File: config.mk
export PLATFORM = sky130hd
export DESIGN_NAME = diskSubsys
export DESIGN_NICKNAME = d
export VERILOG_FILES = /design/src/common/diskPkg.sv /design/src/diskSubsys.sv /design/src/attnCollect.sv /design/src/drive/diskDrive.sv /design/src/drive/driveStatus.sv /design/src/drive/driveCtrl.sv /design/src/regBusDecode.sv
export SDC_FILE = /design/constraint.sdc
export NUM_CORES = 1
export LEC_CHECK = 0
export BUFFER_PORTS_ARGS = -buffer_cell sky130_fd_sc_hd__buf_4
export CAP_MARGIN = 20
export CORE_ASPECT_RATIO = 1.1
export CORE_MARGIN = 5
export CORE_UTILIZATION = 52
export DETAILED_ROUTE_END_ITERATION = 8
export PLACE_DENSITY = 0.77
export SKIP_LAST_GASP = 1
export SYNTH_ARGS = -nofsm -noshare
export SYNTH_HDL_FRONTEND = slang
export SYNTH_HIERARCHICAL = 1
export SYNTH_SLANG_ARGS = --single-unit
File: constraint.sdc
create_clock -name clk -period 2.9 [get_ports clk]
set_input_delay 0.58 -clock clk [delete_from_list [all_inputs] [get_ports clk]]
set_output_delay 0.58 -clock clk [all_outputs]
set_load 0.05 [all_outputs]
File: src/common/diskPkg.sv
// Disk subsystem shared definitions
// Drive count, pack geometry, host register map, drive function and
// state codes, and the bit positions of the error and status words

`default_nettype none

package diskPkg;

   //////////////////////////////////////////////////////////////////////
   // Subsystem sizes
   //////////////////////////////////////////////////////////////////////

   localparam int numDrives    = 4;
   localparam int driveSelBits = 2;
   localparam int dataWidth    = 16;
   // Drive in addr[4:3], register in addr[2:0]
   localparam int addrWidth    = 5;

   // Highest legal address on the emulated pack
   localparam logic [5:0] lastSector = 6'd19;
   localparam logic [5:0] lastTrack  = 6'd18;
   localparam logic [9:0] lastCyl    = 10'd814;

   // Fixed positioning delay, no real geometry timing
   localparam int seekCycles  = 8;
   localparam int seekCntBits = $clog2(seekCycles);
   localparam logic [seekCntBits-1:0] seekLoad = seekCntBits'(seekCycles - 1);

   //////////////////////////////////////////////////////////////////////
   // Codes
   //////////////////////////////////////////////////////////////////////

   // Host register select, codes 6 and 7 unused
   typedef enum logic [2:0] {
      regCs1 = 3'd0,
      regDs  = 3'd1,
      regEr1 = 3'd2,
      regAs  = 3'd3,
      regDa  = 3'd4,
      regDc  = 3'd5
   } regSel_e;

   // Function code from the low bits of CS1
   // Anything not listed is illegal
   typedef enum logic [3:0] {
      cmdNop    = 4'd0,
      cmdSeek   = 4'd1,
      cmdRecal  = 4'd2,
      cmdPreset = 4'd3,
      cmdPakAck = 4'd4,
      cmdOffset = 4'd5,
      cmdReturn = 4'd6,
      cmdDrvClr = 4'd7
   } driveCmd_e;

   // Per-drive control state
   typedef enum logic [2:0] {
      stIdle    = 3'd0,
      stSeekDly = 3'd1,
      stAta     = 3'd2,
      stClear   = 3'd3,
      stPreset  = 3'd4,
      stPakAck  = 3'd5,
      stOffset  = 3'd6,
      stReturn  = 3'd7
   } driveState_e;

   //////////////////////////////////////////////////////////////////////
   // Bit and field positions
   //////////////////////////////////////////////////////////////////////

   // ER1
   localparam int er1Ilf = 0;
   localparam int er1Rmr = 2;
   localparam int er1Iae = 10;

   // DS
   localparam int dsAta = 15;
   localparam int dsErr = 14;
   localparam int dsPip = 13;
   localparam int dsMol = 12;
   localparam int dsWrl = 11;
   localparam int dsLst = 10;
   localparam int dsPgm = 9;
   localparam int dsDpr = 8;
   localparam int dsDry = 7;
   localparam int dsVv  = 6;
   localparam int dsOm  = 0;

   // DA sector and track, DC cylinder
   localparam int daSecMsb = 5;
   localparam int daSecLsb = 0;
   localparam int daTrkMsb = 13;
   localparam int daTrkLsb = 8;
   localparam int dcCylMsb = 9;
   localparam int dcCylLsb = 0;

endpackage

`default_nettype wire
File: src/diskSubsys.sv
// Disk controller slice, top level
// Host port decoder, four emulated drives and the readback and
// attention collector

`default_nettype none
`timescale 1ns/1ps

module diskSubsys (
   input  wire logic                             clk,
   input  wire logic                             rst,
   input  wire logic                             req,
   input  wire logic                             wr,
   input  wire logic [diskPkg::addrWidth-1:0]    addr,
   input  wire logic [diskPkg::dataWidth-1:0]    wdata,
   input  wire logic [diskPkg::numDrives-1:0]    cardDetect,
   input  wire logic [diskPkg::numDrives-1:0]    writeProtect,
   output logic                                  ack,
   output logic [diskPkg::dataWidth-1:0]         rdata,
   output logic                                  attn
);

   // Decoder to drives
   logic [diskPkg::numDrives-1:0]    wrStb;
   logic [diskPkg::numDrives-1:0]    asClr;
   logic [diskPkg::driveSelBits-1:0] driveSel;
   logic [diskPkg::dataWidth-1:0]    wdataOut;
   logic [diskPkg::dataWidth-1:0]    rdCandidate;
   diskPkg::regSel_e                 regSel;

   // Drives to collector
   logic [diskPkg::numDrives-1:0]                        ataOut;
   logic [diskPkg::numDrives-1:0][diskPkg::dataWidth-1:0] dsOut;
   logic [diskPkg::numDrives-1:0][diskPkg::dataWidth-1:0] er1Out;
   logic [diskPkg::numDrives-1:0][diskPkg::dataWidth-1:0] daOut;
   logic [diskPkg::numDrives-1:0][diskPkg::dataWidth-1:0] dcOut;
   logic [diskPkg::numDrives-1:0][$bits(diskPkg::driveCmd_e)-1:0] fncOut;

   regBusDecode uDecode (
      .clk         (clk),
      .rst         (rst),
      .req         (req),
      .wr          (wr),
      .addr        (addr),
      .wdata       (wdata),
      .rdCandidate (rdCandidate),
      .ack         (ack),
      .rdata       (rdata),
      .wrStb       (wrStb),
      .regSel      (regSel),
      .wdataOut    (wdataOut),
      .asClr       (asClr),
      .driveSel    (driveSel)
   );

   // One drive per select code
   for (genvar i = 0; i < diskPkg::numDrives; i++)
   begin : gDrive
      diskDrive uDrive (
         .clk          (clk),
         .rst          (rst),
         .wrStb        (wrStb[i]),
         .regSel       (regSel),
         .wdata        (wdataOut),
         .asClr        (asClr[i]),
         .cardDetect   (cardDetect[i]),
         .writeProtect (writeProtect[i]),
         .ataOut       (ataOut[i]),
         .dsOut        (dsOut[i]),
         .er1Out       (er1Out[i]),
         .daOut        (daOut[i]),
         .dcOut        (dcOut[i]),
         .fncOut       (fncOut[i])
      );
   end

   attnCollect uCollect (
      .driveSel    (driveSel),
      .regSel      (regSel),
      .ataOut      (ataOut),
      .dsOut       (dsOut),
      .er1Out      (er1Out),
      .daOut       (daOut),
      .dcOut       (dcOut),
      .fncOut      (fncOut),
      .rdCandidate (rdCandidate),
      .attn        (attn)
   );

endmodule

`default_nettype wire

File: src/attnCollect.sv
// Readback multiplexer and attention summary
// Picks the addressed drive's register for the host and ORs the
// attention bits of all drives into one line

`default_nettype none
`timescale 1ns/1ps

module attnCollect (
   input  wire logic [diskPkg::driveSelBits-1:0]                     driveSel,
   input  wire diskPkg::regSel_e                                     regSel,
   input  wire logic [diskPkg::numDrives-1:0]                        ataOut,
   input  wire logic [diskPkg::numDrives-1:0][diskPkg::dataWidth-1:0] dsOut,
   input  wire logic [diskPkg::numDrives-1:0][diskPkg::dataWidth-1:0] er1Out,
   input  wire logic [diskPkg::numDrives-1:0][diskPkg::dataWidth-1:0] daOut,
   input  wire logic [diskPkg::numDrives-1:0][diskPkg::dataWidth-1:0] dcOut,
   input  wire logic [diskPkg::numDrives-1:0][$bits(diskPkg::driveCmd_e)-1:0] fncOut,
   output logic [diskPkg::dataWidth-1:0]                             rdCandidate,
   output logic                                                      attn
);

   // Register readback, unused codes read zero
   always_comb
   begin
      rdCandidate = '0;
      case (regSel)
         diskPkg::regCs1:
            rdCandidate[$bits(diskPkg::driveCmd_e)-1:0] = fncOut[driveSel];
         diskPkg::regDs:
            rdCandidate = dsOut[driveSel];
         diskPkg::regEr1:
            rdCandidate = er1Out[driveSel];
         // AS is shared, one bit per drive
         diskPkg::regAs:
            rdCandidate[diskPkg::numDrives-1:0] = ataOut;
         diskPkg::regDa:
            rdCandidate = daOut[driveSel];
         diskPkg::regDc:
            rdCandidate = dcOut[driveSel];
         default:
            rdCandidate = '0;
      endcase
   end

   // Combined attention line
   assign attn = |ataOut;

endmodule

`default_nettype wire

File: src/drive/diskDrive.sv
// One emulated moving-head drive
// Holds the disk address and desired cylinder registers, routes host
// writes to them and to the control block, and builds the status word

`default_nettype none
`timescale 1ns/1ps

module diskDrive (
   input  wire logic                          clk,
   input  wire logic                          rst,
   input  wire logic                          wrStb,
   input  wire diskPkg::regSel_e              regSel,
   input  wire logic [diskPkg::dataWidth-1:0] wdata,
   input  wire logic                          asClr,
   input  wire logic                          cardDetect,
   input  wire logic                          writeProtect,
   output logic                               ataOut,
   output logic [diskPkg::dataWidth-1:0]      dsOut,
   output logic [diskPkg::dataWidth-1:0]      er1Out,
   output logic [diskPkg::dataWidth-1:0]      daOut,
   output logic [diskPkg::dataWidth-1:0]      dcOut,
   output logic [$bits(diskPkg::driveCmd_e)-1:0] fncOut
);

   diskPkg::driveState_e state;
   diskPkg::driveCmd_e   cmdCode;

   // Per-register write strobes
   logic cmdStb;
   logic er1WrStb;
   logic daWrStb;
   logic dcWrStb;
   logic isIdle;
   // DA or DC write while busy
   logic refuse;
   // Preset or recal accepted
   logic clrAddr;
   logic er1Stb;
   logic [diskPkg::dataWidth-1:0] er1Wdata;

   assign cmdCode  = diskPkg::driveCmd_e'(wdata[$bits(diskPkg::driveCmd_e)-1:0]);
   assign cmdStb   = wrStb && (regSel == diskPkg::regCs1);
   assign er1WrStb = wrStb && (regSel == diskPkg::regEr1);
   assign daWrStb  = wrStb && (regSel == diskPkg::regDa);
   assign dcWrStb  = wrStb && (regSel == diskPkg::regDc);
   assign isIdle   = (state == diskPkg::stIdle);
   assign refuse   = (daWrStb || dcWrStb) && !isIdle;
   assign clrAddr  = cmdStb && isIdle &&
                     (cmdCode == diskPkg::cmdPreset || cmdCode == diskPkg::cmdRecal);

   // Refusal reaches ER1 as a load of the current value with RMR set
   assign er1Stb = er1WrStb || refuse;
   always_comb
   begin
      er1Wdata = wdata;
      if (refuse)
      begin
         er1Wdata                  = er1Out;
         er1Wdata[diskPkg::er1Rmr] = 1'b1;
      end
   end

   //////////////////////////////////////////////////////////////////////
   // DA, DC and last function code
   //////////////////////////////////////////////////////////////////////

   always_ff @(posedge clk or posedge rst)
   begin
      if (rst)
      begin
         daOut  <= '0;
         dcOut  <= '0;
         fncOut <= '0;
      end
      else
      begin
         if (clrAddr)
         begin
            daOut <= '0;
            dcOut <= '0;
         end
         else
         begin
            if (daWrStb && isIdle)
               daOut <= wdata;
            if (dcWrStb && isIdle)
               dcOut <= wdata;
         end
         // CS1 readback shows the function last accepted
         if (cmdStb && isIdle)
            fncOut <= wdata[$bits(diskPkg::driveCmd_e)-1:0];
      end
   end

   driveCtrl uCtrl (
      .clk     (clk),
      .rst     (rst),
      .cmdStb  (cmdStb),
      .cmdCode (cmdCode),
      .er1Stb  (er1Stb),
      .wdata   (er1Wdata),
      .dcCyl   (dcOut[diskPkg::dcCylMsb:diskPkg::dcCylLsb]),
      .state   (state),
      .er1     (er1Out)
   );

   driveStatus uStatus (
      .clk          (clk),
      .rst          (rst),
      .state        (state),
      .ataClr       (asClr),
      .cardDetect   (cardDetect),
      .writeProtect (writeProtect),
      .da           (daOut),
      .dc           (dcOut),
      .er1          (er1Out),
      .ataOut       (ataOut),
      .ds           (dsOut)
   );

endmodule

`default_nettype wire

File: src/drive/driveStatus.sv
// Drive status word
// Registered attention, volume valid and offset mode flags plus the
// combinational error, positioning, online, lock, last sector and ready bits

`default_nettype none
`timescale 1ns/1ps

module driveStatus (
   input  wire logic                          clk,
   input  wire logic                          rst,
   input  wire diskPkg::driveState_e          state,
   input  wire logic                          ataClr,
   input  wire logic                          cardDetect,
   input  wire logic                          writeProtect,
   input  wire logic [diskPkg::dataWidth-1:0] da,
   input  wire logic [diskPkg::dataWidth-1:0] dc,
   input  wire logic [diskPkg::dataWidth-1:0] er1,
   output logic                               ataOut,
   output logic [diskPkg::dataWidth-1:0]      ds
);

   logic ata;
   logic vv;
   logic om;
   // Heads at the last sector of the pack
   logic lst;

   //////////////////////////////////////////////////////////////////////
   // Registered flags
   //////////////////////////////////////////////////////////////////////

   always_ff @(posedge clk or posedge rst)
   begin
      if (rst)
      begin
         ata <= 1'b0;
         vv  <= 1'b0;
         om  <= 1'b0;
      end
      else
      begin
         // Attention, cleared by AS write or drive clear
         if (ataClr || state == diskPkg::stClear)
            ata <= 1'b0;
         else if (state == diskPkg::stAta)
            ata <= 1'b1;

         // Volume valid, lost when the pack goes away
         case (state)
            diskPkg::stIdle:
               vv <= vv & cardDetect;
            diskPkg::stPreset,
            diskPkg::stPakAck:
               vv <= cardDetect;
            default:
               vv <= vv;
         endcase

         // Offset mode
         if (state == diskPkg::stOffset)
            om <= 1'b1;
         else if (state == diskPkg::stReturn)
            om <= 1'b0;
      end
   end

   assign lst = (da[diskPkg::daSecMsb:diskPkg::daSecLsb] == diskPkg::lastSector) &&
                (da[diskPkg::daTrkMsb:diskPkg::daTrkLsb] == diskPkg::lastTrack) &&
                (dc[diskPkg::dcCylMsb:diskPkg::dcCylLsb] == diskPkg::lastCyl);

   assign ataOut = ata;

   // Assemble DS, unlisted bits read zero
   always_comb
   begin
      ds               = '0;
      ds[diskPkg::dsAta] = ata;
      ds[diskPkg::dsErr] = |er1;
      ds[diskPkg::dsPip] = (state == diskPkg::stSeekDly);
      ds[diskPkg::dsMol] = cardDetect;
      ds[diskPkg::dsWrl] = writeProtect;
      ds[diskPkg::dsLst] = lst;
      ds[diskPkg::dsPgm] = 1'b0;
      ds[diskPkg::dsDpr] = 1'b1;
      ds[diskPkg::dsDry] = (state == diskPkg::stIdle);
      ds[diskPkg::dsVv]  = vv;
      ds[diskPkg::dsOm]  = om;
   end

endmodule

`default_nettype wire

File: src/drive/driveCtrl.sv
// Drive command state machine
// Dispatches seek, recalibrate, preset, pack acknowledge, offset,
// return and drive clear, times the positioning delay and keeps ER1

`default_nettype none
`timescale 1ns/1ps

module driveCtrl (
   input  wire logic                                          clk,
   input  wire logic                                          rst,
   input  wire logic                                          cmdStb,
   input  wire diskPkg::driveCmd_e                            cmdCode,
   input  wire logic                                          er1Stb,
   input  wire logic [diskPkg::dataWidth-1:0]                 wdata,
   input  wire logic [diskPkg::dcCylMsb:diskPkg::dcCylLsb]    dcCyl,
   output diskPkg::driveState_e                               state,
   output logic [diskPkg::dataWidth-1:0]                      er1
);

   // Positioning down-counter
   logic [diskPkg::seekCntBits-1:0] seekCnt;
   // Seek target past the last cylinder
   logic badCyl;

   assign badCyl = dcCyl > diskPkg::lastCyl;

   always_ff @(posedge clk or posedge rst)
   begin
      if (rst)
      begin
         state   <= diskPkg::stIdle;
         seekCnt <= '0;
         er1     <= '0;
      end
      else
      begin
         // Host load of ER1
         if (er1Stb)
            er1 <= wdata;
         // Command while busy is refused
         if (cmdStb && state != diskPkg::stIdle)
            er1[diskPkg::er1Rmr] <= 1'b1;

         case (state)
            diskPkg::stIdle:
            begin
               if (cmdStb)
               begin
                  case (cmdCode)
                     diskPkg::cmdNop:
                        state <= diskPkg::stIdle;
                     diskPkg::cmdSeek:
                     begin
                        if (badCyl)
                        begin
                           er1[diskPkg::er1Iae] <= 1'b1;
                           state                <= diskPkg::stAta;
                        end
                        else
                        begin
                           seekCnt <= diskPkg::seekLoad;
                           state   <= diskPkg::stSeekDly;
                        end
                     end
                     diskPkg::cmdRecal:
                     begin
                        // Heads back to cylinder zero, same fixed delay
                        seekCnt <= diskPkg::seekLoad;
                        state   <= diskPkg::stSeekDly;
                     end
                     diskPkg::cmdPreset:
                        state <= diskPkg::stPreset;
                     diskPkg::cmdPakAck:
                        state <= diskPkg::stPakAck;
                     diskPkg::cmdOffset:
                        state <= diskPkg::stOffset;
                     diskPkg::cmdReturn:
                        state <= diskPkg::stReturn;
                     diskPkg::cmdDrvClr:
                        state <= diskPkg::stClear;
                     default:
                     begin
                        // Includes read and write, no data path here
                        er1[diskPkg::er1Ilf] <= 1'b1;
                        state                <= diskPkg::stAta;
                     end
                  endcase
               end
            end
            diskPkg::stSeekDly:
            begin
               if (seekCnt == '0)
                  state <= diskPkg::stAta;
               else
                  seekCnt <= seekCnt - 1'b1;
            end
            // Offset and return both finish through attention
            diskPkg::stOffset,
            diskPkg::stReturn:
               state <= diskPkg::stAta;
            diskPkg::stClear:
            begin
               er1   <= '0;
               state <= diskPkg::stIdle;
            end
            // Attention, preset and pack ack all last one cycle
            default:
               state <= diskPkg::stIdle;
         endcase
      end
   end

endmodule

`default_nettype wire

File: src/regBusDecode.sv
// Host register port decoder
// Runs the four-phase req/ack handshake, latches the drive and
// register fields and turns a write into a one-cycle strobe

`default_nettype none
`timescale 1ns/1ps

module regBusDecode (
   input  wire logic                                 clk,
   input  wire logic                                 rst,
   input  wire logic                                 req,
   input  wire logic                                 wr,
   input  wire logic [diskPkg::addrWidth-1:0]        addr,
   input  wire logic [diskPkg::dataWidth-1:0]        wdata,
   input  wire logic [diskPkg::dataWidth-1:0]        rdCandidate,
   output logic                                      ack,
   output logic [diskPkg::dataWidth-1:0]             rdata,
   output logic [diskPkg::numDrives-1:0]             wrStb,
   output diskPkg::regSel_e                          regSel,
   output logic [diskPkg::dataWidth-1:0]             wdataOut,
   output logic [diskPkg::numDrives-1:0]             asClr,
   output logic [diskPkg::driveSelBits-1:0]          driveSel
);

   // Access latched, waiting to raise ack
   logic busy;
   logic isWrite;

   //////////////////////////////////////////////////////////////////////
   // Handshake and strobes
   //////////////////////////////////////////////////////////////////////

   always_ff @(posedge clk or posedge rst)
   begin
      if (rst)
      begin
         busy     <= 1'b0;
         ack      <= 1'b0;
         isWrite  <= 1'b0;
         wrStb    <= '0;
         asClr    <= '0;
         driveSel <= '0;
         regSel   <= diskPkg::regCs1;
      end
      else
      begin
         // Strobes last one cycle
         wrStb <= '0;
         asClr <= '0;
         if (req && !ack && !busy)
         begin
            // New request, capture the address fields
            busy     <= 1'b1;
            isWrite  <= wr;
            driveSel <= addr[diskPkg::addrWidth-1 -: diskPkg::driveSelBits];
            regSel   <= diskPkg::regSel_e'(addr[$bits(diskPkg::regSel_e)-1:0]);
         end
         else if (busy && !ack)
         begin
            ack <= 1'b1;
            if (isWrite && regSel == diskPkg::regAs)
               // AS write clears attention on every drive with its bit set
               asClr <= wdataOut[diskPkg::numDrives-1:0];
            else if (isWrite)
            begin
               for (int i = 0; i < diskPkg::numDrives; i++)
                  wrStb[i] <= (driveSel == i);
            end
         end
         else if (ack && !req)
         begin
            // Host released req, end of cycle
            ack  <= 1'b0;
            busy <= 1'b0;
         end
      end
   end

   // Write data and read data registers
   always_ff @(posedge clk)
   begin
      if (req && !ack && !busy)
         wdataOut <= wdata;
      if (busy && !ack)
         rdata <= rdCandidate;
   end

endmodule

`default_nettype wire

# == Yosys cells after proc, flatten, opt, wreduce, memory -nomap -nowiden ==
# Cells that the tools add are included.
# op_classes
eq_ne,80
n_addsub,4
n_bitwise,5
n_lt_le_gt_ge,5
reduce_logical,150
muxes,147
# ops
op,n
2-to-1 mux 16 bit,28
binary-select mux 16 bit (select 2 bit),4
one-hot mux 3 bit (8 select lines),4
OR reduction 16 bit,4
2-to-1 mux 3 bit,20
nonzero test 2 bit,30
equality test 3 bit (second input constant),18
logical AND 1 bit,53
equality test 6 x 5 -> 1 bit (second input constant),8
one-hot mux 12 bit (4 select lines),1
one-hot mux 3 bit (2 select lines),8
2-to-1 mux 1 bit,44
equality test 10 bit (second input constant),4
greater-than comparator 10 bit (second input constant),4
2-to-1 mux 9 bit,4
one-hot mux 3 bit (3 select lines),4
2-to-1 mux 4 bit,8
equality test 3 x 2 -> 1 bit (second input constant),10
zero test 3 bit,9
inequality test 2 bit (second input constant),12
inequality test 3 bit (second input constant),8
one-hot mux 1 bit (2 select lines),12
one-hot mux 4 bit (6 select lines),1
nonzero test 3 bit,8
other kinds (23),85
# word_totals
elab_cells,444
ff_bits,292
in_bits,33
out_inout_bits,18

# == Depth between registers and ports, before layout ==
# Gate-level depths: netlist of run 1.
# depth
depth_word,10
mapped_depth,9
ltp_nobuf,7

# == Modules after synthesis ==
# Netlist of run 1, hierarchy kept.
# by_module_without_submodules
mod,area_per_inst_um2,seq_area_each_um2,cells_each,n_inst
diskDrive,1809.2,900.9,165,4
driveCtrl,1127.3,550.5,109,4
attnCollect,2433.6,0.0,208,1
regBusDecode,1575.3,1361.3,76,1
driveStatus,350.3,75.1,43,4

# == Least setup slack after synthesis of run 1 ==
# Ideal clock, no wire load.
# synth_path
path_type,register to register
start,reg uDecode/wdataOut[1] (netlist name)
end,reg gDrive[0].uDrive/daOut[14] (netlist name)
synth_period_minus_slack_ns,2.354
arrival_ns,2.233
setup_ns,0.121
path_buffers,1
stages_incl_launch_ff,5
path_slack_ns,0.546
required_time_ns,2.779
path_cell_list,edfxtp_1 or3b_1 a2111o_1 buf_6 a22o_1
# synth_between
elab_chain_len,4
elab_cells_between_ends,6
cone_classes,eq/ne: 2; mux: 1; reduce/logical: 3
# synth_rtl
item,line,rtl
start: declaration,regBusDecode.sv:20,"output logic [diskPkg::dataWidth-1:0] wdataOut,"
start signal: assignment,regBusDecode.sv:83,wdataOut <= wdata;
equality test 4 x 2 -> 1 bit,diskDrive.sv:49,(cmdCode == diskPkg::cmdPreset || cmdCode == diskPkg::cmdRecal);
logical OR 1 bit (*),diskDrive.sv:49,
logical AND 1 bit (*),diskDrive.sv:48,assign clrAddr = cmdStb && isIdle &&
2-to-1 mux 16 bit or nonzero test 2 bit (tied branches),--,
end signal: assignment,diskDrive.sv:85,daOut <= wdata;
end: declaration,diskDrive.sv:20,"output logic [diskPkg::dataWidth-1:0] daOut,"
# Every way passes the cells marked *; elsewhere a longest branch is shown, timed or not.
# A chain may end at the register's enable or synchronous reset.

# == Worst setup path after layout of run 1 ==
# layout_path
start,reg uDecode/driveSel[0] (netlist name)
end,reg uDecode/rdata[11] (netlist name) (data pin)
# layout_between
elab_chain_len,3
elab_cells_between_ends,9
cone_classes,mux: 9
# layout_rtl
item,line,rtl
start: declaration,regBusDecode.sv:22,output logic [diskPkg::driveSelBits-1:0] driveSel
start signal: assignment,regBusDecode.sv:55,driveSel <= addr[diskPkg::addrWidth-1 -: diskPkg::driveSelBits];
"binary-select mux 16 bit (select 2 bit), on equally long branches",--,
"2-to-1 mux 16 bit, on equally long branches",--,
one-hot mux 12 bit (4 select lines) (*),attnCollect.sv:25,case (regSel)
net rdCandidate (one bit),diskSubsys.sv:27,logic [diskPkg::dataWidth-1:0] rdCandidate;
end signal: assignment,regBusDecode.sv:85,rdata <= rdCandidate;
end: declaration,regBusDecode.sv:17,"output logic [diskPkg::dataWidth-1:0] rdata,"
# Mark *: on every way through the listed nets, which the timed path passes. The rest lies on a longest branch. The select of a mux whose other input is x is not followed.

==> results of run 1 <==
-- worst max-delay path, cell delays in order (launching register included) --
cell	delay [ns]
dfrtp_4	0.64
buf_12	0.23
mux4_1	0.62
mux2_2	0.30
a22oi_1	0.48
o21ai_1	0.12
-- path summary, 6_finish.rpt --
| check | endpoint | slack [ns] | depth (start not counted) |
|---|---|---|---|
| worst max-delay path | uDecode/rdata[11]$_DFFE_PN_ | 0.20 | 5 |
| worst min-delay path | gDrive[3].uDrive/dcOut[15]$_DFFE_PP0P_ | 0.05 | 2 |
| worst max register to register | uDecode/rdata[11]$_DFFE_PN_ | 0.20 | 5 |
| worst min register to register | gDrive[0].uDrive/uStatus/ataOut$_DFFE_PP0P_ | 0.41 | 1 |
| max in group asynchronous | gDrive[2].uDrive/uCtrl/seekCnt[1]$_DFFE_PP0P_ | 1.87 | 2 |
| min in group clk | uDecode/wdataOut[5]$_DFFE_PP_ | 0.24 | 1 |
-- cell usage after synthesis (36+ instances only) --
cell	count
inv_1	105
mux2_2	95
o211ai_1	72
buf_4	64
mux4_2	36
a22o_1	40
nand2_1	63
dfrtp_1	260
o21ai_0	81
nand3_1	89
nor2_1	87
mux2i_1	94
-- layer usage --
metal	vias to the layer above	wire [microns]	track usage, %
li1	5833	-	-
met1	6805	20700	38.79
met2	847	24850	45.25
met3	240	6482	8.681
met4	0	3795	16.07
met5	-	0	0
-- logic make-up after synthesis --
| kind of cell | share of synthesized area, % |
|---|---|
| buffers and inverters | 7.833 |
| other | 0.1750 |
| AND/OR/NAND/NOR | 14.06 |
| multiplexers | 19.46 |
| XOR/XNOR | 0.2042 |
| AO/OA/AOI/OAI | 14.16 |
| adder cells (fa/ha/maj) | 0.5835 |
| flip-flops | 43.52 |
-- state kept, by name (all words and copies together) (netlist names), 12 cells and up --
signal                       count
gDrive.uDrive/uCtrl/state       12
gDrive.uDrive/uCtrl/er1         64
gDrive.uDrive/daOut             64
gDrive.uDrive/fncOut            16
gDrive.uDrive/dcOut             64
gDrive.uDrive/uCtrl/seekCnt     12
uDecode/wdataOut                16
uDecode/rdata                   16
-- layout make-up --
| class | count | area (sq um) |
|---|---|---|
| Inverter | 105 | 394.1 |
| Multi-Input combinational cell | 1033 | 8423 |
| Timing Repair Buffer | 132 | 1049 |
| Clock inverter | 6 | 80.08 |
| Tap cell | 426 | 533.0 |
| Fill cell | 2713 | 13440 |
| Sequential cell | 292 | 7476 |
| Clock buffer | 52 | 1062 |
-- per-stage QoR --
| step | utilization, % | hold WS, ns | area [sq um] | total power (W) |
|---|---|---|---|---|
| 4_1_cts | 58.50 | 0.04201 | 18990 | 0.01699 |
| 3_5_place_dp | 54.98 | 0.3959 | 17850 | 0.01258 |
| 6_report | 58.58 | 0.05105 | 19020 | 0.01718 |
| 2_1_floorplan | - | 0.3336 | 17230 | 0.01047 |
| 5_1_grt | 58.58 | 0.04810 | 19020 | 0.01780 |
| 3_3_place_gp | 54.98 | 0.3859 | 17850 | 0.01246 |
-- power by group through the flow --
stage | clock network, W | registers [W] | logic [W]
6_report | 0.00439 | 0.00669 | 0.00610
5_1_grt | 0.00461 | 0.00677 | 0.00642
4_1_cts | 0.00442 | 0.00661 | 0.00596
3_5_place_dp | 0 | 0.00665 | 0.00593
3_3_place_gp | 0 | 0.00664 | 0.00583
2_1_floorplan | 0 | 0.00645 | 0.00403
==> impl_results.md, run 1 <==
- PortBufs: 50
- Internal power: 0.01057 W
- Gr ovfl total: 0
- Crit start category: flop
- # diodes: 0
- FF-to-FF Start: uDecode/driveSel[0]$_DFFE_PP0P_
- Max-Cap Viols: 0
- Post-synth cell types: 67
- Bufs on Longest Clock Path: 3
- Clk_lat worst skew: 0.52 ns
- Share of layout cells above drive strength 1: 23.83%
- DR WL/cell: 27.29 microns
- Logic pwr share: 35.5%
- Worst-path maximum fanout: 20
- Sw power: 0.006609 W
- Crit share post-route: 93.10%
- Clock sinks: 292
- RSZ-0062 raised after global routing: no
- Placed instance count: 1,987
- Cells after Synth: 1,552
- WL final: 55,830 microns
- Postcts setup bufs: 0
- Commonest cells after routing, fill and taps aside: dfrtp_1, buf_4, inv_1
- Outcome: complete, no violations
- Worst Setup SP: uDecode/driveSel[0]$_DFFE_PP0P_
- Place WS: 0.2915 ns
- Count of non-filler cells in the finished layout: 2,046
- Via Count: 13,730
- FF+latch count, synth: 292
- Relative slew slack: 26.09%
- Max Clk Rate: 370.4 MHz
- Vias in the first global route: 13,530
- DRC: 0
- Asr flop ratio synth: 89.04%
- Sequential cell area fraction in the yosys report: 43.52%
- Area leader, netlist: dfrtp_1
- Layout Skew: 0.01770 ns
- Post-DRT Antenna Nets: 0
- CTS tree: yes
- Crit Path Category: reg -> reg
- Final setup TNS: 0 ns
- GRT Total Usage: 29.87%
- Setup violators final: 0
- DR vias/cell: 6.708
- DRC marker count from the first detailed-route iteration: 2,034
- Area Overhead vs Synth: 10.84%
- Pin count of the biggest net entering global routing: 38
- Resize count post-CTS: 0
- Worst hold path type: in -> async
- Most common cell after layout, fill and taps aside: dfrtp_1
- Fin crit period: 2.700 ns
- Core area: 0.03246 sq mm
- CP Capture Type: flop
- Crit path DAT: 2.93 ns
- First drt pass iteration count: 6
- Leak: 8.270 nW
- Clk pwr share: 25.6%
- Chip width: 183.2 microns
- First-pass GRT wire length: 84,530 microns
- Routability Congestion: 0.9951
- Final slew viol count: 0
- Total CTS buffers: 34
- Top-area cell type share of the netlist area: 37.92%
- Full die area: 0.03673 sq mm
- Mapped Avg Cell Area: 11.05 sq um
- Worst-path clk slew: 0.06 ns
- Starting Density: 52.85%
- Initial antenna violation count: 0
- Worst slew pin tran: 1.109 ns
- Worst endpoint required time: 3.13 ns
- Die H: 200.5 microns
- Post-synth EDFFs: 32
- Io pins: 51
- Synthesis Warnings: 6
- Num rows: 69
- Sequential share of power: 38.9%
- DP HPWL: 38,680 microns
- Pwr Density: 903.3 mW/mm^2
- Hold buffers post-CTS: 0
- Switching Fraction: 38.47%
- CTS H-tree lvls: 2
- Synth area leaders: dfrtp_1, mux2_2, edfxtp_1, mux2i_1, mux4_2
- Area of the mapped netlist: 0.01716 sq mm
- Final #Nets: 1,639
- Post-synth top flop: dfrtp_1
- Setup ws final: 0.2000 ns
- Max IR drop VDD: 736.6 uV
- Hold violation total from the final report: 0
- Root Driver: clkbuf_16
(Power assumes the default switching activity.)
==> run 2: changes to the inputs <==
--- a/config.mk
+++ b/config.mk
@@ -6,11 +6,12 @@
 export NUM_CORES = 1
 export LEC_CHECK = 0
 export BUFFER_PORTS_ARGS = -buffer_cell sky130_fd_sc_hd__buf_4
-export CAP_MARGIN = 20
+export CAP_MARGIN = 0
 export CORE_ASPECT_RATIO = 1.1
 export CORE_MARGIN = 5
 export CORE_UTILIZATION = 52
 export DETAILED_ROUTE_END_ITERATION = 8
+export MAX_ROUTING_LAYER = met4
 export PLACE_DENSITY = 0.77
 export SKIP_LAST_GASP = 1
 export SYNTH_ARGS = -nofsm -noshare
==> run 2 against run 1 <==
Non-clock buffer count increased by 4. Worst hold slack improved by 0.13 ns. Die area is the same. Setup slack improved by 0.00085 ns. Clock skew down 0.0045 ns. Maximum frequency about the same. Sequential share of layout area increased by 0.44 points. Sequential cell count unchanged. Cell area down 1.1%. Critical path depth shrank 1. Routed wire length is 2.5% higher. Utilization down 0.65 points. Critical path type unchanged.
==> impl_results.md, run 2 (synthesized netlist as in run 1, its figures left out) <==
- Outcome: complete, no violations
- FF-to-FF path depth: 4 (-1)
- Pin count of the biggest net entering global routing: 46 (+21%)
- Max IR drop VDD: 729.4 uV (-0.97%)
- Share of layout cells above drive strength 1: 23.64% (-0.19 points)
- Largest regs: gDrive.uDrive/daOut x64, gDrive.uDrive/dcOut x64, gDrive.uDrive/uCtrl/er1 x64
- Worst endpoint required time: 3.20 ns (+0.07 ns)
- Total CTS buffers: 31 (-8.8%)
- Vias in the first global route: 13,730 (+1.5%)
- Worst hold path type: in -> reg
- Flop2flop setup slack: 0.20 ns (about the same)
- Worst slew pin tran: 1.070 ns (-0.03917 ns)
- Post-DRT Antenna Nets: 0 (unchanged)
- DP HPWL: 40,100 microns (+3.7%)
- CTS H-tree lvls: 1 (-1)
- PortBufs: 50 (unchanged)
- Layout Skew: 0.01318 ns (-0.004512 ns)
- Initial antenna violation count: 3 (+3)
- Tot Pwr: 0.01663 W (-3.2%)
- DRC marker count from the first detailed-route iteration: 2,097 (+3.1%)
- CTS tree: yes
- Core area: 0.03246 sq mm (unchanged)
- Worst-path clk slew: 0.06 ns (about the same)
- Pwr Density: 884.3 mW/mm^2 (-2.1%)
- Hold Path Origin: wdata[4]
- Fillers: 2,716 (+0.11%)
- DR vias/cell: 6.834 (+1.9%)
- CP Capture Type: flop
- Final #Nets: 1,640 (+0.061%)
- Hold violation total from the final report: 0 (unchanged)
- Area Overhead vs Synth: 9.619%
- Hold depth: 1
- Max Clk Rate: 370.5 MHz (about the same)
- Max-Cap Viols: 0 (unchanged)
- Final setup TNS: 0 ns (unchanged)
- Full die area: 0.03673 sq mm (unchanged)
- Crit path DAT: 3.00 ns (+0.07 ns)
- DRC: 0 (unchanged)
- WL final: 57,230 microns (+2.5%)
- Routability Congestion: 1.029 (+3.4%)
- FF-to-FF Start: uDecode/driveSel[0]$_DFFE_PP0P_
- Bufs on Longest Clock Path: 3 (unchanged)
- Relative slew slack: 28.70% (+2.6 points)
- Gr ovfl total: 0 (unchanged)
- Num rows: 69 (unchanged)
- Clock sinks: 292 (unchanged)
- Postcts setup bufs: 0 (unchanged)
- Crit share post-route: 93.07% (about the same)
- Resize count post-CTS: 0 (unchanged)
- DR WL/cell: 27.94 microns (+2.4%)
- Chip width: 183.2 microns (unchanged)
- Most common cell after layout, fill and taps aside: dfrtp_1
- GRT Total Usage: 31.60% (+1.7 points)
- Starting Density: 52.85% (unchanged)
- Final slew viol count: 0 (unchanged)
- Final core utilization: 57.94% (-0.65 points)
- First-pass GRT wire length: 86,600 microns (+2.4%)
- Clk_lat worst skew: 0.57 ns (+0.05 ns)
- Leak: 8.172 nW (-1.2%)
- Root Driver: clkbuf_16
- Fin crit period: 2.699 ns (-0.0008540 ns)
- Hold endpoint: uDecode/wdataOut[4]$_DFFE_PP_
- Crit start category: flop
- Die H: 200.5 microns (unchanged)
- R2r endpoint: uDecode/rdata[9]$_DFFE_PN_
- Io pins: 51 (unchanged)
- Crit Path Category: reg -> reg
- Via Count: 14,000 (+2.0%)
- RSZ-0062 raised after global routing: no
- Commonest cells after routing, fill and taps aside: dfrtp_1, buf_4, inv_1
- Worst-path maximum fanout: 42 (+110%)
- Setup violators final: 0 (unchanged)
- First drt pass iteration count: 6 (unchanged)
-- run 2: cell count changes in the layout (fill, tap and decap cells not counted), sizes merged, moves of 2 or more --
cell / delta
clkbuf: -4
bufinv: -2
diode: +2
buf: +3
-- run 2: power by group --
group | leakage [nW] | total [W] | internal, W | switching [W]
Combinational | 4.18 | 0.00592 | 0.00262 | 0.00330
Sequential | 3.52 | 0.00691 | 0.00522 | 0.00170
Clock | 0.470 | 0.00380 | 0.00215 | 0.00164
Total | 8.17 | 0.0166 | 0.00999 | 0.00664
-- run 2: how the worst max path moves through the flow --
stage                                                from                                      to  slack [ns]
after detailed placement  uDecode/driveSel[0]$_DFFE_PP0P_              uDecode/rdata[8]$_DFFE_PN_        0.31
after floorplan             uDecode/wdataOut[1]$_DFFE_PP_  gDrive[0].uDrive/daOut[14]$_DFFE_PP0P_        0.55
after global routing      uDecode/driveSel[0]$_DFFE_PP0P_              uDecode/rdata[9]$_DFFE_PN_        0.17
after CTS                 uDecode/driveSel[0]$_DFFE_PP0P_              uDecode/rdata[8]$_DFFE_PN_        0.28
after global placement    uDecode/driveSel[0]$_DFFE_PP0P_              uDecode/rdata[8]$_DFFE_PN_        0.29
final                     uDecode/driveSel[0]$_DFFE_PP0P_              uDecode/rdata[9]$_DFFE_PN_        0.20
-- run 2: per-layer routing --
layer,vias up,wire length (microns),global-route usage [%]
met2,1035,25000,45.97
met3,276,6951,7.358
met4,0,4330,17.40
met1,6853,20940,40.95
li1,5832,-,-
met5,-,0,-
-- run 2: final cells by class --
class                           instances  area [sq um]  share of cell area (%)
Multi-Input combinational cell       1033          8423                   44.79
Sequential cell                       292          7476                   39.75
Timing Repair Buffer                  136          1023                   5.442
Clock buffer                           48         919.6                   4.890
Tap cell                              426         533.0                   2.834
Inverter                              105         394.1                   2.096
Clock inverter                          6         32.53                  0.1730
Antenna cell                            2         5.005                 0.02661
-- run 2: stage by stage --
stage | hold slack (ns) | setup WS [ns] | cell area, sq um | cells
3_5_place_dp | 0.3902 | 0.3103 | 17840 | 1991
2_1_floorplan | 0.3336 | 0.5464 | 17230 | 1572
6_report | 0.1824 | 0.2009 | 18810 | 2048
5_1_grt | 0.1674 | 0.1730 | 18810 | 2048
4_1_cts | 0.1699 | 0.2768 | 18800 | 2046
3_3_place_gp | 0.3823 | 0.2859 | 17840 | 1991
-- run 2: worst max-delay path, stage by stage, from the launching register on --
cell	delay (ns)
dfrtp_4	0.86
mux4_1	0.70
mux2_2	0.29
a22oi_1	0.41
o21ai_1	0.12
-- run 2: repair_timing --
action                                  CTS  global route
hold endpoints to repair                  2             0
endpoints found under the setup margin    0             0
hold buffers                              1             0
==> run 3: changes to the inputs <==
--- a/config.mk
+++ b/config.mk
@@ -8,7 +8,7 @@
 export BUFFER_PORTS_ARGS = -buffer_cell sky130_fd_sc_hd__buf_4
 export CAP_MARGIN = 0
 export CORE_ASPECT_RATIO = 1.1
-export CORE_MARGIN = 5
+export CORE_MARGIN = 3
 export CORE_UTILIZATION = 52
 export DETAILED_ROUTE_END_ITERATION = 8
 export MAX_ROUTING_LAYER = met4
==> run 3 against run 2 <==
Final cell count shrank 0.54%. First-iteration DRC count shrank 9.3%. Count of clock-buffer cells in the layout is the same. Register-to-register slack gained 0.03 ns. Largest cell class unchanged.
==> impl_results.md, run 3 (synthesized netlist as in run 1, its figures left out) <==
- DR WL/cell: 26.70 microns (-4.4%)
- First drt pass iteration count: 6 (unchanged)
- Placed instance count: 1,976 (-0.75%)
- Area Overhead vs Synth: 9.948%
- Final #Nets: 1,627 (-0.79%)
- Vias in the first global route: 13,480 (-1.8%)
- Final slew viol count: 0 (unchanged)
- Crit path DAT: 2.92 ns (-0.08 ns)
- Postcts setup bufs: 0 (unchanged)
- PortBufs: 50 (unchanged)
- Pin count of the biggest net entering global routing: 53 (+15%)
- Routability Congestion: 0.9799 (-4.8%)
- FF-to-FF Start: uDecode/driveSel[0]$_DFFE_PP0P_
- Full die area: 0.03521 sq mm (-4.1%)
- Worst Setup SP: uDecode/driveSel[0]$_DFFE_PP0P_
- Worst slew pin tran: 1.075 ns (+0.005194 ns)
- Initial antenna violation count: 0 (-3)
- Crit start category: flop
- Crit path capture: uDecode/rdata[10]$_DFFE_PN_
- Root Driver: clkbuf_16
- Design area: 0.01886 sq mm (+0.30%)
- Relative slew slack: 28.35% (-0.35 points)
- Leak: 8.182 nW (+0.12%)
- Max IR drop VDD: 1044 uV (+43%)
- Gr ovfl total: 0 (unchanged)
- # diodes: 0 (-2)
- Bufs on Longest Clock Path: 3 (unchanged)
- Layout Skew: 0.02323 ns (+0.01005 ns)
- Hold WS: 0.06747 ns (-0.1149 ns)
- Chip width: 179.2 microns (-2.2%)
- FF-to-FF path depth: 4 (unchanged)
- Worst hold path type: in -> async
- DP HPWL: 37,090 microns (-7.5%)
- DRC: 0 (unchanged)
- Pwr Density: 895.7 mW/mm^2 (+1.3%)
- Crit share post-route: 91.88% (-1.2 points)
- Hold violation total from the final report: 0 (unchanged)
- Worst endpoint required time: 3.16 ns (-0.04 ns)
- Setup violators final: 0 (unchanged)
- GRT Total Usage: 32.12% (+0.52 points)
- DRC marker count from the first detailed-route iteration: 1,903 (-9.3%)
- Post-DP Area: 0.01775 sq mm (-0.49%)
- Worst-path maximum fanout: 43 (+2.4%)
- Io pins: 51 (unchanged)
- Num rows: 69 (unchanged)
- Post-DRT Antenna Nets: 0 (unchanged)
- Worst-path clk slew: 0.06 ns (about the same)
- Share of layout cells above drive strength 1: 23.28% (-0.36 points)
- Largest regs: gDrive.uDrive/daOut x64, gDrive.uDrive/dcOut x64, gDrive.uDrive/uCtrl/er1 x64
- CP Capture Type: flop
- R2r endpoint: uDecode/rdata[10]$_DFFE_PN_
- Total CTS buffers: 34 (+9.7%)
- Count of non-filler cells in the finished layout: 2,037 (-0.54%)
- WL final: 54,390 microns (-5.0%)
- CTS H-tree lvls: 2 (+1)
- Clk_lat worst skew: 0.52 ns (-0.05 ns)
- Crit Path Category: reg -> reg
- Fin crit period: 2.664 ns (-0.03475 ns)
- Clock sinks: 292 (unchanged)
- First-pass GRT wire length: 83,090 microns (-4.0%)
- Outcome: complete, no violations
- Max-Cap Viols: 0 (unchanged)
- Starting Density: 52.85% (unchanged)
- DR vias/cell: 6.818 (-0.23%)
- Via Count: 13,890 (-0.76%)
- Fillers: 2,693 (-0.85%)
- Flop2flop setup slack: 0.24 ns (+0.03 ns)
- Resize count post-CTS: 0 (unchanged)
- Max Clk Rate: 375.3 MHz (+1.3%)
- RSZ-0062 raised after global routing: no
- Die H: 196.5 microns (-2.0%)
- Most common cell after layout, fill and taps aside: dfrtp_1
- Final setup TNS: 0 ns (unchanged)
- Commonest cells after routing, fill and taps aside: dfrtp_1, buf_4, inv_1
- Hold buffers post-CTS: 0 (-1)
- Core area: 0.03246 sq mm (unchanged)
- CTS tree: yes
[run 3: final cells by class]
type | count | area (sq um) | share of cell area, %
clock buffers | 48 | 964.7 | 5.114
flip-flops and latches | 292 | 7476 | 39.63
repair buffers | 120 | 925.9 | 4.908
inverters | 105 | 394.1 | 2.089
multi-input cells | 1033 | 8423 | 44.65
well taps | 426 | 533.0 | 2.826
clock inverters | 13 | 146.4 | 0.7761
[run 3: routing by layer]
layer	up-vias	part of all wire, %	global-route usage, %
li1	5814	-	-
met1	6834	38	42.44
met2	968	44	46.37
met3	273	11	6.513
met4	0	7.8	18.16
met5	-	0	-
[run 3: stage by stage]
step	setup WS, ns	util, %	total power [W]
after global placement	0.3351	54.69	0.01225
after detailed placement	0.3246	54.69	0.01241
final	0.2356	58.11	0.01690
after global routing	0.1921	58.11	0.01757
after CTS	0.3165	58.11	0.01675
after floorplan	0.5464	-	0.01047
[run 3: power breakdown]
| part | switching [W] | internal, W |
|---|---|---|
| Clock | 0.00172 | 0.00259 |
| Combinational | 0.00308 | 0.00260 |
| Sequential | 0.00168 | 0.00522 |
| Total | 0.00648 | 0.0104 |
[run 3: worst min-delay path by stage]
stage | startpoint | slack (ns) | end
6_report | rst | 0.07 | gDrive[2].uDrive/uStatus/om$_DFFE_PP0P_
3_5_place_dp | uDecode/asClr[2]$_DFF_PP0_ | 0.39 | gDrive[2].uDrive/uStatus/ataOut$_DFFE_PP0P_
3_3_place_gp | uDecode/asClr[0]$_DFF_PP0_ | 0.39 | gDrive[0].uDrive/uStatus/ataOut$_DFFE_PP0P_
4_1_cts | rst | 0.05 | gDrive[3].uDrive/uStatus/ataOut$_DFFE_PP0P_
2_1_floorplan | rst | 0.33 | gDrive[0].uDrive/uStatus/ataOut$_DFFE_PP0P_
5_1_grt | rst | 0.08 | gDrive[3].uDrive/uStatus/ataOut$_DFFE_PP0P_
[run 3: worst max-delay path, cell delays in order, from the launching register on]
cell and delay [ns]:
dfrtp_4 0.93, mux4_1 0.66, mux2_2 0.29, a22oi_1 0.40, o21ai_1 0.10
